### src/rtl/cpu_pkg.sv
package cpu_pkg;

	//////////////////////////////////////////////////
	// fetch front end sizes

	localparam int inst_width       = 32;
	localparam int addr_width       = 6;
	localparam int mem_depth        = 64;	// words, one per address
	localparam int halt_opcode_bits = 6;	// top bits, all ones = halt

	typedef logic [inst_width-1:0] inst_t;

	// program download port into the instruction memory
	typedef struct packed {
		logic                  en;
		logic [addr_width-1:0] addr;
		inst_t                 data;
	} mem_write_t;

	// what the fetch unit shows to the debug unit and the host side
	typedef struct packed {
		logic [addr_width-1:0] pc;
		inst_t                 instr;	// word at pc
		logic                  halted;
	} fetch_status_t;

	function automatic logic is_halt(input inst_t instr);
		return &instr[inst_width-1 -: halt_opcode_bits];
	endfunction

endpackage

### src/rtl/debug_pkg.sv
package debug_pkg;

	typedef logic [7:0] byte_t;

	//////////////////////////////////////////////////
	// host command bytes

	localparam byte_t cmd_start      = 8'h01;
	localparam byte_t cmd_continuous = 8'h02;
	localparam byte_t cmd_step_mode  = 8'h03;
	localparam byte_t cmd_reprogram  = 8'h05;
	localparam byte_t cmd_step       = 8'h06;

	//////////////////////////////////////////////////
	// debug FSM

	typedef enum logic [2:0] {
		idle        = 3'd0,
		programming = 3'd1,	// downloading words
		waiting     = 3'd2,	// program loaded, wait for run mode
		step_mode   = 3'd3,
		running     = 3'd4,
		sending     = 3'd5	// report to host
	} debug_state_t;

	// report is pc byte then status byte
	localparam int report_bytes = 2;

endpackage

### src/rtl/inst_mem.sv
module inst_mem
	import cpu_pkg::*;
(
	input  logic                  clk,
	input  mem_write_t            mem_write,
	input  logic [addr_width-1:0] rd_addr,
	output inst_t                 rd_data
);

	inst_t mem [mem_depth];

	// written only during program download
	always_ff @(posedge clk)
	begin
		if (mem_write.en)
			mem[mem_write.addr] <= mem_write.data;
	end

	assign rd_data = mem[rd_addr];	// async read, same cycle as pc

endmodule

### src/rtl/fetch_unit.sv
module fetch_unit
	import cpu_pkg::*;
(
	input  logic                  clk,
	input  logic                  reset,
	input  logic                  fetch_clear,
	input  logic                  cpu_run,
	input  logic                  cpu_step,
	input  inst_t                 rd_data,
	output logic [addr_width-1:0] rd_addr,
	output fetch_status_t         status
);

	logic [addr_width-1:0] pc;
	logic                  halted;
	logic                  advance;

	assign advance = (cpu_run | cpu_step) & ~halted;

	// one instruction per cycle while enabled
	always_ff @(posedge clk)
	begin
		if (reset || fetch_clear)
		begin
			pc     <= '0;
			halted <= 1'b0;
		end
		else if (advance)
		begin
			if (is_halt(rd_data))
				halted <= 1'b1;	// pc stays on the halt word
			else
				pc <= pc + 1'b1;	// wraps at 64
		end
	end

	assign rd_addr = pc;

	assign status = '{pc: pc, instr: rd_data, halted: halted};

endmodule

### src/rtl/debug_unit.sv
module debug_unit
	import cpu_pkg::*, debug_pkg::*;
(
	input  logic          clk,
	input  logic          reset,
	input  logic          rx_done_tick,
	input  byte_t         rx_data,
	input  logic          tx_done_tick,
	output logic          tx_start,
	output byte_t         tx_data,
	input  fetch_status_t status,
	output mem_write_t    mem_write,
	output logic          fetch_clear,
	output logic          cpu_run,
	output logic          cpu_step,
	output logic          debug_active
);

	debug_state_t state;

	logic rx_tick_q;
	logic tx_tick_q;
	logic rx_edge;
	logic tx_edge;

	logic [1:0]            byte_cnt;	// next byte slot of the word
	logic                  wr_en;
	logic [addr_width-1:0] wr_addr;
	inst_t                 word;

	logic [$clog2(report_bytes)-1:0] tx_idx;
	logic                            tx_busy;	// waiting for tx_done_tick
	logic                            from_step;	// return to step_mode after report
	byte_t                           report_byte;

	assign rx_edge = rx_done_tick & ~rx_tick_q;
	assign tx_edge = tx_done_tick & ~tx_tick_q;

	assign mem_write    = '{en: wr_en, addr: wr_addr, data: word};
	assign cpu_run      = (state == running);
	assign debug_active = (state == programming);

	// fetch unit is idle while sending, so status is stable here
	always_comb
	begin
		if (tx_idx == '0)
			report_byte = byte_t'(status.pc);	// zero extended
		else
			report_byte = {7'b0, status.halted};
	end

	//////////////////////////////////////////////////
	// control FSM

	always_ff @(posedge clk)
	begin
		if (reset)
		begin
			state       <= idle;
			rx_tick_q   <= 1'b0;
			tx_tick_q   <= 1'b0;
			byte_cnt    <= '0;
			wr_en       <= 1'b0;
			wr_addr     <= '0;
			fetch_clear <= 1'b0;
			cpu_step    <= 1'b0;
			tx_start    <= 1'b0;
			tx_busy     <= 1'b0;
			tx_idx      <= '0;
			from_step   <= 1'b0;
		end
		else
		begin
			rx_tick_q   <= rx_done_tick;
			tx_tick_q   <= tx_done_tick;
			fetch_clear <= 1'b0;	// pulses
			cpu_step    <= 1'b0;
			tx_start    <= 1'b0;
			wr_en       <= 1'b0;

			case (state)
				idle:
				begin
					if (rx_edge && rx_data == cmd_start)
					begin
						byte_cnt    <= '0;
						wr_addr     <= '0;
						fetch_clear <= 1'b1;
						state       <= programming;
					end
				end

				programming:
				begin
					if (wr_en)
					begin
						wr_addr <= wr_addr + 1'b1;	// wraps at 64
						if (is_halt(word))
							state <= waiting;
					end
					if (rx_edge)
					begin
						byte_cnt <= byte_cnt + 1'b1;
						wr_en    <= (byte_cnt == 2'd3);	// word complete
					end
				end

				waiting:
				begin
					if (rx_edge)
					begin
						case (rx_data)
							cmd_continuous: state <= running;
							cmd_step_mode:  state <= step_mode;
							cmd_reprogram:  state <= idle;
							default:        state <= idle;	// unknown command
						endcase
					end
				end

				running:
				begin
					if (status.halted)
					begin
						from_step <= 1'b0;
						state     <= sending;
					end
				end

				step_mode:
				begin
					// report goes out after the step has taken effect
					if (cpu_step)
					begin
						from_step <= 1'b1;
						state     <= sending;
					end
					else if (rx_edge && rx_data == cmd_step)
						cpu_step <= 1'b1;
				end

				sending:
				begin
					if (!tx_busy)
					begin
						tx_start <= 1'b1;
						tx_busy  <= 1'b1;
					end
					else if (tx_edge)
					begin
						tx_busy <= 1'b0;
						if (int'(tx_idx) == report_bytes - 1)
						begin
							tx_idx <= '0;
							state  <= from_step ? step_mode : waiting;
						end
						else
							tx_idx <= tx_idx + 1'b1;
					end
				end

				default: state <= idle;
			endcase
		end
	end

	//////////////////////////////////////////////////
	// payload registers

	always_ff @(posedge clk)
	begin
		if (state == programming && rx_edge)
			word[byte_cnt*8 +: 8] <= rx_data;	// low byte first
		if (state == sending && !tx_busy)
			tx_data <= report_byte;	// held until next byte
	end

endmodule

### src/rtl/debug_top.sv
module debug_top
	import cpu_pkg::*, debug_pkg::*;
(
	input  logic          clk,
	input  logic          reset,
	input  logic          rx_done_tick,
	input  byte_t         rx_data,
	input  logic          tx_done_tick,
	output logic          tx_start,
	output byte_t         tx_data,
	output logic          debug_active,
	output fetch_status_t status
);

	mem_write_t            mem_write;
	logic                  fetch_clear;
	logic                  cpu_run;
	logic                  cpu_step;
	logic [addr_width-1:0] rd_addr;
	inst_t                 rd_data;

	debug_unit u_debug_unit (
		.clk          (clk),
		.reset        (reset),
		.rx_done_tick (rx_done_tick),
		.rx_data      (rx_data),
		.tx_done_tick (tx_done_tick),
		.tx_start     (tx_start),
		.tx_data      (tx_data),
		.status       (status),
		.mem_write    (mem_write),
		.fetch_clear  (fetch_clear),
		.cpu_run      (cpu_run),
		.cpu_step     (cpu_step),
		.debug_active (debug_active)
	);

	inst_mem u_inst_mem (
		.clk       (clk),
		.mem_write (mem_write),
		.rd_addr   (rd_addr),
		.rd_data   (rd_data)
	);

	fetch_unit u_fetch_unit (
		.clk         (clk),
		.reset       (reset),
		.fetch_clear (fetch_clear),
		.cpu_run     (cpu_run),
		.cpu_step    (cpu_step),
		.rd_data     (rd_data),
		.rd_addr     (rd_addr),
		.status      (status)
	);

endmodule

### config.mk
export PLATFORM = sky130hd
export DESIGN_NAME = debug_top
export DESIGN_NICKNAME = d
export VERILOG_FILES = /design/src/rtl/cpu_pkg.sv /design/src/rtl/debug_pkg.sv /design/src/rtl/inst_mem.sv /design/src/rtl/fetch_unit.sv /design/src/rtl/debug_unit.sv /design/src/rtl/debug_top.sv
export SDC_FILE = /design/constraint.sdc
export NUM_CORES = 2
export LEC_CHECK = 0
export BUFFER_PORTS_ARGS = -buffer_cell sky130_fd_sc_hd__buf_2
export CORE_MARGIN = 2
export CORE_UTILIZATION = 50
export CTS_CLUSTER_SIZE = 16
export DETAILED_ROUTE_END_ITERATION = 12
export PLACE_DENSITY = 0.72
export SETUP_SLACK_MARGIN = 0.3
export SLEW_MARGIN = 20
export SYNTH_ARGS = -nofsm -noshare
export SYNTH_HDL_FRONTEND = slang
export SYNTH_SLANG_ARGS = --single-unit
### constraint.sdc
create_clock -name clk -period 3.6 [get_ports clk]
set_input_delay 0.54 -clock clk [delete_from_list [all_inputs] [get_ports clk]]
set_output_delay 0.54 -clock clk [all_outputs]
set_load 0.02 [all_outputs]
=== Yosys cells after proc, flatten, opt, wreduce, memory -nomap -nowiden ===
Memory sizes are Yosys's and may differ from the RTL's. A register that Yosys moved wholly into a read port is not among the register bits.
Cells that the tools add are included.

* Register bits after elaboration: 67
* Word-level logic and storage cells: 113
* Memories: 1
* Output and inout bits: 49
* Bits of input ports: 12
* Memory bits (writable): 2,048

{| class="wikitable"
|+ Memory list
! name !! words !! bits a word !! rd ports !! clocked after memory_dff !! wr ports !! RTL line !! RTL
|-
| u_inst_mem.mem || 64 || 32 || 1 || 1 || 1 || inst_mem.sv:10 || <nowiki>inst_t mem [mem_depth];</nowiki>
|}

* Shift operators: 2
* Reductions and logical operators: 22
* Equality and inequality tests: 20
* Bitwise operators: 13
* Muxes and demuxes: 33
* $add $sub $neg: 5

{| class="wikitable"
|+ Operators by type and width
! kind !! number
|-
| 5-bit negation with 34-bit output || 1
|-
| 8-bit by 34-bit variable shift with 32-bit output (first input constant) || 1
|-
| 8-bit by 34-bit variable part select with 32-bit output || 1
|-
| 32-bit bitwise mux || 1
|-
| 3-bit two-way mux || 9
|-
| 6-bit two-way mux || 4
|-
| 2-bit by 1-bit inequality test with 1-bit output (second input constant) || 9
|-
| 3-bit one-hot mux with 6 select lines || 1
|-
| 8-bit by 2-bit == test with 1-bit output (second input constant) || 2
|-
| 6-bit by 1-bit adder with 6-bit output (second input constant) || 2
|-
| 1-bit two-way mux || 12
|-
| 6-bit one-hot mux with 2 select lines || 1
|-
| 3-bit AND reduction || 4
|-
| 6-bit AND reduction || 2
|-
| 1-bit inverter || 9
|-
| 9-bit AND reduction || 1
|-
| 8-bit by 1-bit == test with 1-bit output (second input constant) || 1
|-
| 8-bit by 3-bit == test with 1-bit output (second input constant) || 1
|-
| 7-bit AND reduction || 1
|-
| 3-bit by 2-bit == test with 1-bit output (second input constant) || 2
|-
| 3-bit == test (second input constant) || 2
|-
| 3-bit one-hot mux with 2 select lines || 1
|-
| 3-bit OR reduction || 2
|-
| 1-bit logical AND || 4
|-
| 16 further kinds || 21
|}

=== Longest topological paths before layout ===
* Depth after elaboration: 6
* Depth in mapped cells: 12
* Mapped depth without buffers: 8

=== Hierarchy ===
A second synthesis with hierarchy kept.

* Cells, all modules: 3,578
* Area total of the unflattened synthesis: 81,062.7 um^2

{| class="wikitable"
|+ By module, submodules not included
! module !! area an instance (um^2) !! times used !! cells each
|-
| inst_mem || 77,874.7 || 1 || 3,292
|-
| debug_unit || 2,555.0 || 1 || 209
|-
| fetch_unit || 633.1 || 1 || 77
|}

=== Least setup slack after synthesis ===
Ideal clock, no wire load.

* Path type: flip-flop to output port
* From: register with a tool-made name
* To: output port status[12] in the netlist's numbering
* Arrival: 3,199 ps
* Setup slack: -139 ps
* Stages on the path, launching flop included: 9
* Path through: dfxtp_1 > buf_6 > buf_4 > buf_2 > buf_2 > clkbuf_1 > mux4_2 > mux4_2 > mux4_2

{| class="wikitable"
|+ RTL lines
! item !! RTL line !! RTL
|-
| end, declared || debug_top.sv:12 || <nowiki>output fetch_status_t status</nowiki>
|}

==> results.md <==
Floorplan:
- During I/O placement, the number of pins put on the boundary was 61.
- The die width is 406 um.
- The initial core utilization is 0.503.
- The area inside the core boundary is 160000 um^2.
- The floorplan has 147 rows.
- The floorplan step defined a die boundary enclosing 165000 um^2.
- The die is 406 um tall.

CTS:
- CTS saw 2119 sinks.
- In this run the deepest clock path goes through 3 buffers.
- Clock-pin slew was measured on the worst setup and hold paths at 0.06 ns.
- The cell sitting at the root of the clock tree is a clkbuf_16.
- CTS built an H-tree with a depth of 4.
- In this run, CTS created clock tree buffers numbering 200.
- The CTS tree is built.
- The clock insertion delay at the later pin of the skew report is between 0.8 and 0.9 ns.

Setup path:
- The required time at the endpoint of the critical path is 3.06 ns.
- The worst reg2reg path depth is 12.
- Along the worst path, the maximum fanout reaches 9.
- STA classifies the critical path startpoint as a flop.
- The setup check on the worst reg-to-reg path leaves a slack of -0.09 ns.
- The class of the most critical setup path is reg2out.
- For the worst setup path, the data arrival time is 3.62 ns.
- The critical path ends at status[10].
- The type of element capturing the critical path is a primary output.

Logic synthesis:
- A synthesized cell averages approximately 24 um^2.
- In this run, distinct cell masters in the synthesized netlist total 47.
- The number of instances in the synthesized netlist is 3321.
- The register area share after synthesis is 0.784.
- The synthesized design contains between 2000 and 2500 enable-type register cells.
- During synthesis, Yosys emitted a total of 0 warnings.
- The cell area that synthesis handed to floorplanning was a little over 80000 um^2.
- The dominant synthesized flop cell is edfxtp_1.
- After synthesis the netlist holds a flip-flop and latch count of about 2100.
- For this run, asynchronously set or reset flops after synthesis account for 0.

Timing:
- After layout, the worst setup slack is -0.564 ns.
- Clock skew on the completed layout was measured at 0.0472 ns.
- The final-report setup violation count is 40.
- The routed design could run at a clock period as short as 4.16 ns.
- For the pin with the worst max-slew slack, the measured transition is 1.06 ns.
- The final number of hold-violating endpoints is 0.
- The final period utilization is 1.16.
- The normalized max-slew margin is 0.292.
- The max-slew violation count came to 0.
- Setup repair after global routing could not meet its margin everywhere.
- The peak clock frequency supported by timing is 240 MHz.
- Across all hold checks on the routed design, the worst slack comes to between 0.1 and 0.15 ns.

Layout:
- The library cells used most frequently in the layout, excluding fill and tap cells, are edfxtp_1 (2086), mux4_2 (637), clkbuf_16 (213).
- The number of antenna repair diodes is 0.
- The signed area change from the synthesized netlist to the final layout is 17.1%.
- For this run, the share of the core covered by cells in the final layout is 0.589.
- The count of placed standard cells in the final layout, fillers left out is a little over 6000.
- The finished layout cell area is 94500 um^2.
- In the final design database the tool counted 3763 nets.
- Of the cells placed in the final design, the portion with a size suffix greater than 1 is 0.367.
- The most frequent standard cell in the layout excluding fill and tap cells is edfxtp_1.

Routing:
- The first detailed-routing pass ran for 5 iterations.
- The first routing iteration left 6868 violations.
- For this run, design rule violations remaining after detail routing come to 0.
- In this run the remaining antenna-violating nets after routing total 0.
- The wire length reported by the detailed router is 217000 um.
- The routed length per instance is between 30 and 40 um.
- The count of vias placed by the detailed router is between 30000 and 40000.
- The detailed-route vias per instance is 6.56.

Global route:
- The first global-routing pass estimated 303000 um of wire.
- The total routing resource utilization after global routing is 0.267.
- The number of global-route vias before repair came to 39720.
- The pin count of the biggest net entering global routing is 66.
- The initial antenna violation count was 6.
- The overflow left after global routing is 0.

Placed design:
- The number of instances in the placed design is 5608.
- After detailed placement, the total cell area comes to 86100 um^2.
- The placed wire-length estimate after detailed placement is between 100000 and 150000 um.
- Input and output buffers added on the ports amount to 58.
- Before CTS, the worst setup slack after placement is 0.00511 ns.
- Routability-driven placement finished with a final weighted congestion of between 0.8 and 0.9.

Run status:
- The flow ran to the end, but the final reports show violations.
- The final reports fail on setup timing.

Power and ir drop:
- The analysis attributes to cell leakage a power of 28.0 nW.
- IR analysis of the VDD net gives a maximum drop of 463 uV.
- Power spread over the standard cell area amounts to 495 nW/um^2.

Run:
- The count of maximum capacitance violations is 0.

Worst hold path:
- The class of the tightest hold or removal check is in2reg.
[Yosys cell counts, types with 5 or more instances]
master / number / share of area
edfxtp_1: 2086 / 0.78
nand4_1: 7 / 0.00054
and2_1: 38 / 0.0029
nor3b_1: 5 / 0.00047
buf_2: 46 / 0.0029
mux2i_1: 9 / 0.0011
a22oi_1: 49 / 0.0046
nor2b_1: 12 / 0.00093
dfxtp_1: 33 / 0.0082
ha_1: 8 / 0.0012
a21oi_1: 32 / 0.0020
nor3_1: 15 / 0.00093
mux2_2: 6 / 0.00084
nand2_1: 31 / 0.0014
nand2b_1: 7 / 0.00054
inv_1: 7 / 0.00033
mux4_2: 637 / 0.18
nand3_1: 14 / 0.00087
clkbuf_1: 114 / 0.0053
nor2_1: 93 / 0.0043
o21ai_0: 10 / 0.00062
buf_4: 8 / 0.00074
[worst max-delay path, stage by stage (launching register included)]
cell and delay (ns):
dfxtp_4 0.41, buf_12 0.19, buf_16 0.18, buf_6 0.15, mux4_2 0.52, mux4_2 0.56
mux4_2 0.57, buf_6 0.18
[sequential cells by signal, summed over array words and instances, names as in the netlist, 2 cells and up, named ones only]
signal	flops
u_inst_mem.mem	2048
u_debug_unit.word	32
u_debug_unit.tx_data	6
u_debug_unit.wr_addr	6
u_fetch_unit.rd_addr	6
u_debug_unit.state	3
u_debug_unit.byte_cnt	2
[logic make-up after synthesis]
kind of cell / share of synthesized area
flip-flops: 0.784
multiplexers: 0.180
AND/OR/NAND/NOR: 0.0157
buffers and inverters: 0.00997
AO/OA/AOI/OAI: 0.00837
adder cells (fa/ha/maj): 0.00124
XOR/XNOR: 0.000760
other: 0.0000465
[metrics by stage]
stage	power, W	TNS, ns
6_report	0.0467	-15.12
5_1_grt	0.0479	-19.31
4_1_cts	0.0469	-16.66
3_5_place_dp	0.0272	0
3_3_place_gp	0.0272	0
2_1_floorplan	0.0272	0
[power by group]
| group | switching [W] | internal (W) |
|---|---|---|
| Clock | 0.00898 | 0.0111 |
| Sequential | 0.000000475 | 0.0267 |
| Combinational | 0.0000353 | 0.0000123 |
[routing by layer]
| layer | routed length (um) | share of wire | track usage | vias to the layer above |
|---|---|---|---|---|
| li1 | - | - | - | 15207 |
| met1 | 79800 | 0.37 | 0.376 | 21193 |
| met2 | 103000 | 0.47 | 0.410 | 2911 |
| met3 | 26400 | 0.12 | 0.0676 | 451 |
| met4 | 8320 | 0.038 | 0.0964 | 6 |
| met5 | 34 | 0.00016 | 0 | - |
[cell type report]
| class | count | area [um^2] |
|---|---|---|
| Clock buffer | 263 | 5370 |
| Tap cell | 2160 | 2700 |
| Fill cell | 10938 | 65900 |
| Sequential cell | 2119 | 63300 |
| Timing Repair Buffer | 395 | 4870 |
| Clock inverter | 95 | 774 |
| Multi-Input combinational cell | 1020 | 17400 |
| Inverter | 7 | 28.8 |
[worst min path at each step]
stage                                         from                             endpoint  slack, ns  cells after the start
6_report                                rx_data[0]     u_debug_unit.cpu_step$_SDFF_PP0_       0.12                      2
2_1_floorplan  u_debug_unit.from_step$_SDFFE_PP0P_  u_debug_unit.from_step$_SDFFE_PP0P_       0.46                      2
3_3_place_gp   u_debug_unit.from_step$_SDFFE_PP0P_  u_debug_unit.from_step$_SDFFE_PP0P_       0.47                      2
3_5_place_dp   u_debug_unit.from_step$_SDFFE_PP0P_  u_debug_unit.from_step$_SDFFE_PP0P_       0.48                      2
4_1_cts                                 rx_data[0]     u_debug_unit.cpu_step$_SDFF_PP0_       0.04                      2
5_1_grt                                 rx_data[0]     u_debug_unit.cpu_step$_SDFF_PP0_       0.09                      2
[repair_timing]
action                                 in CTS  in global routing
hold buffers                                2                  0
endpoints found under the hold margin       2                  0
resized for setup                         149                 68
pin swaps                                  22                 27
setup endpoints to repair                  44                 44
setup buffers                              54                  8
gates cloned                               21                  8
No activity file was read; power rests on OpenSTA's default activity.
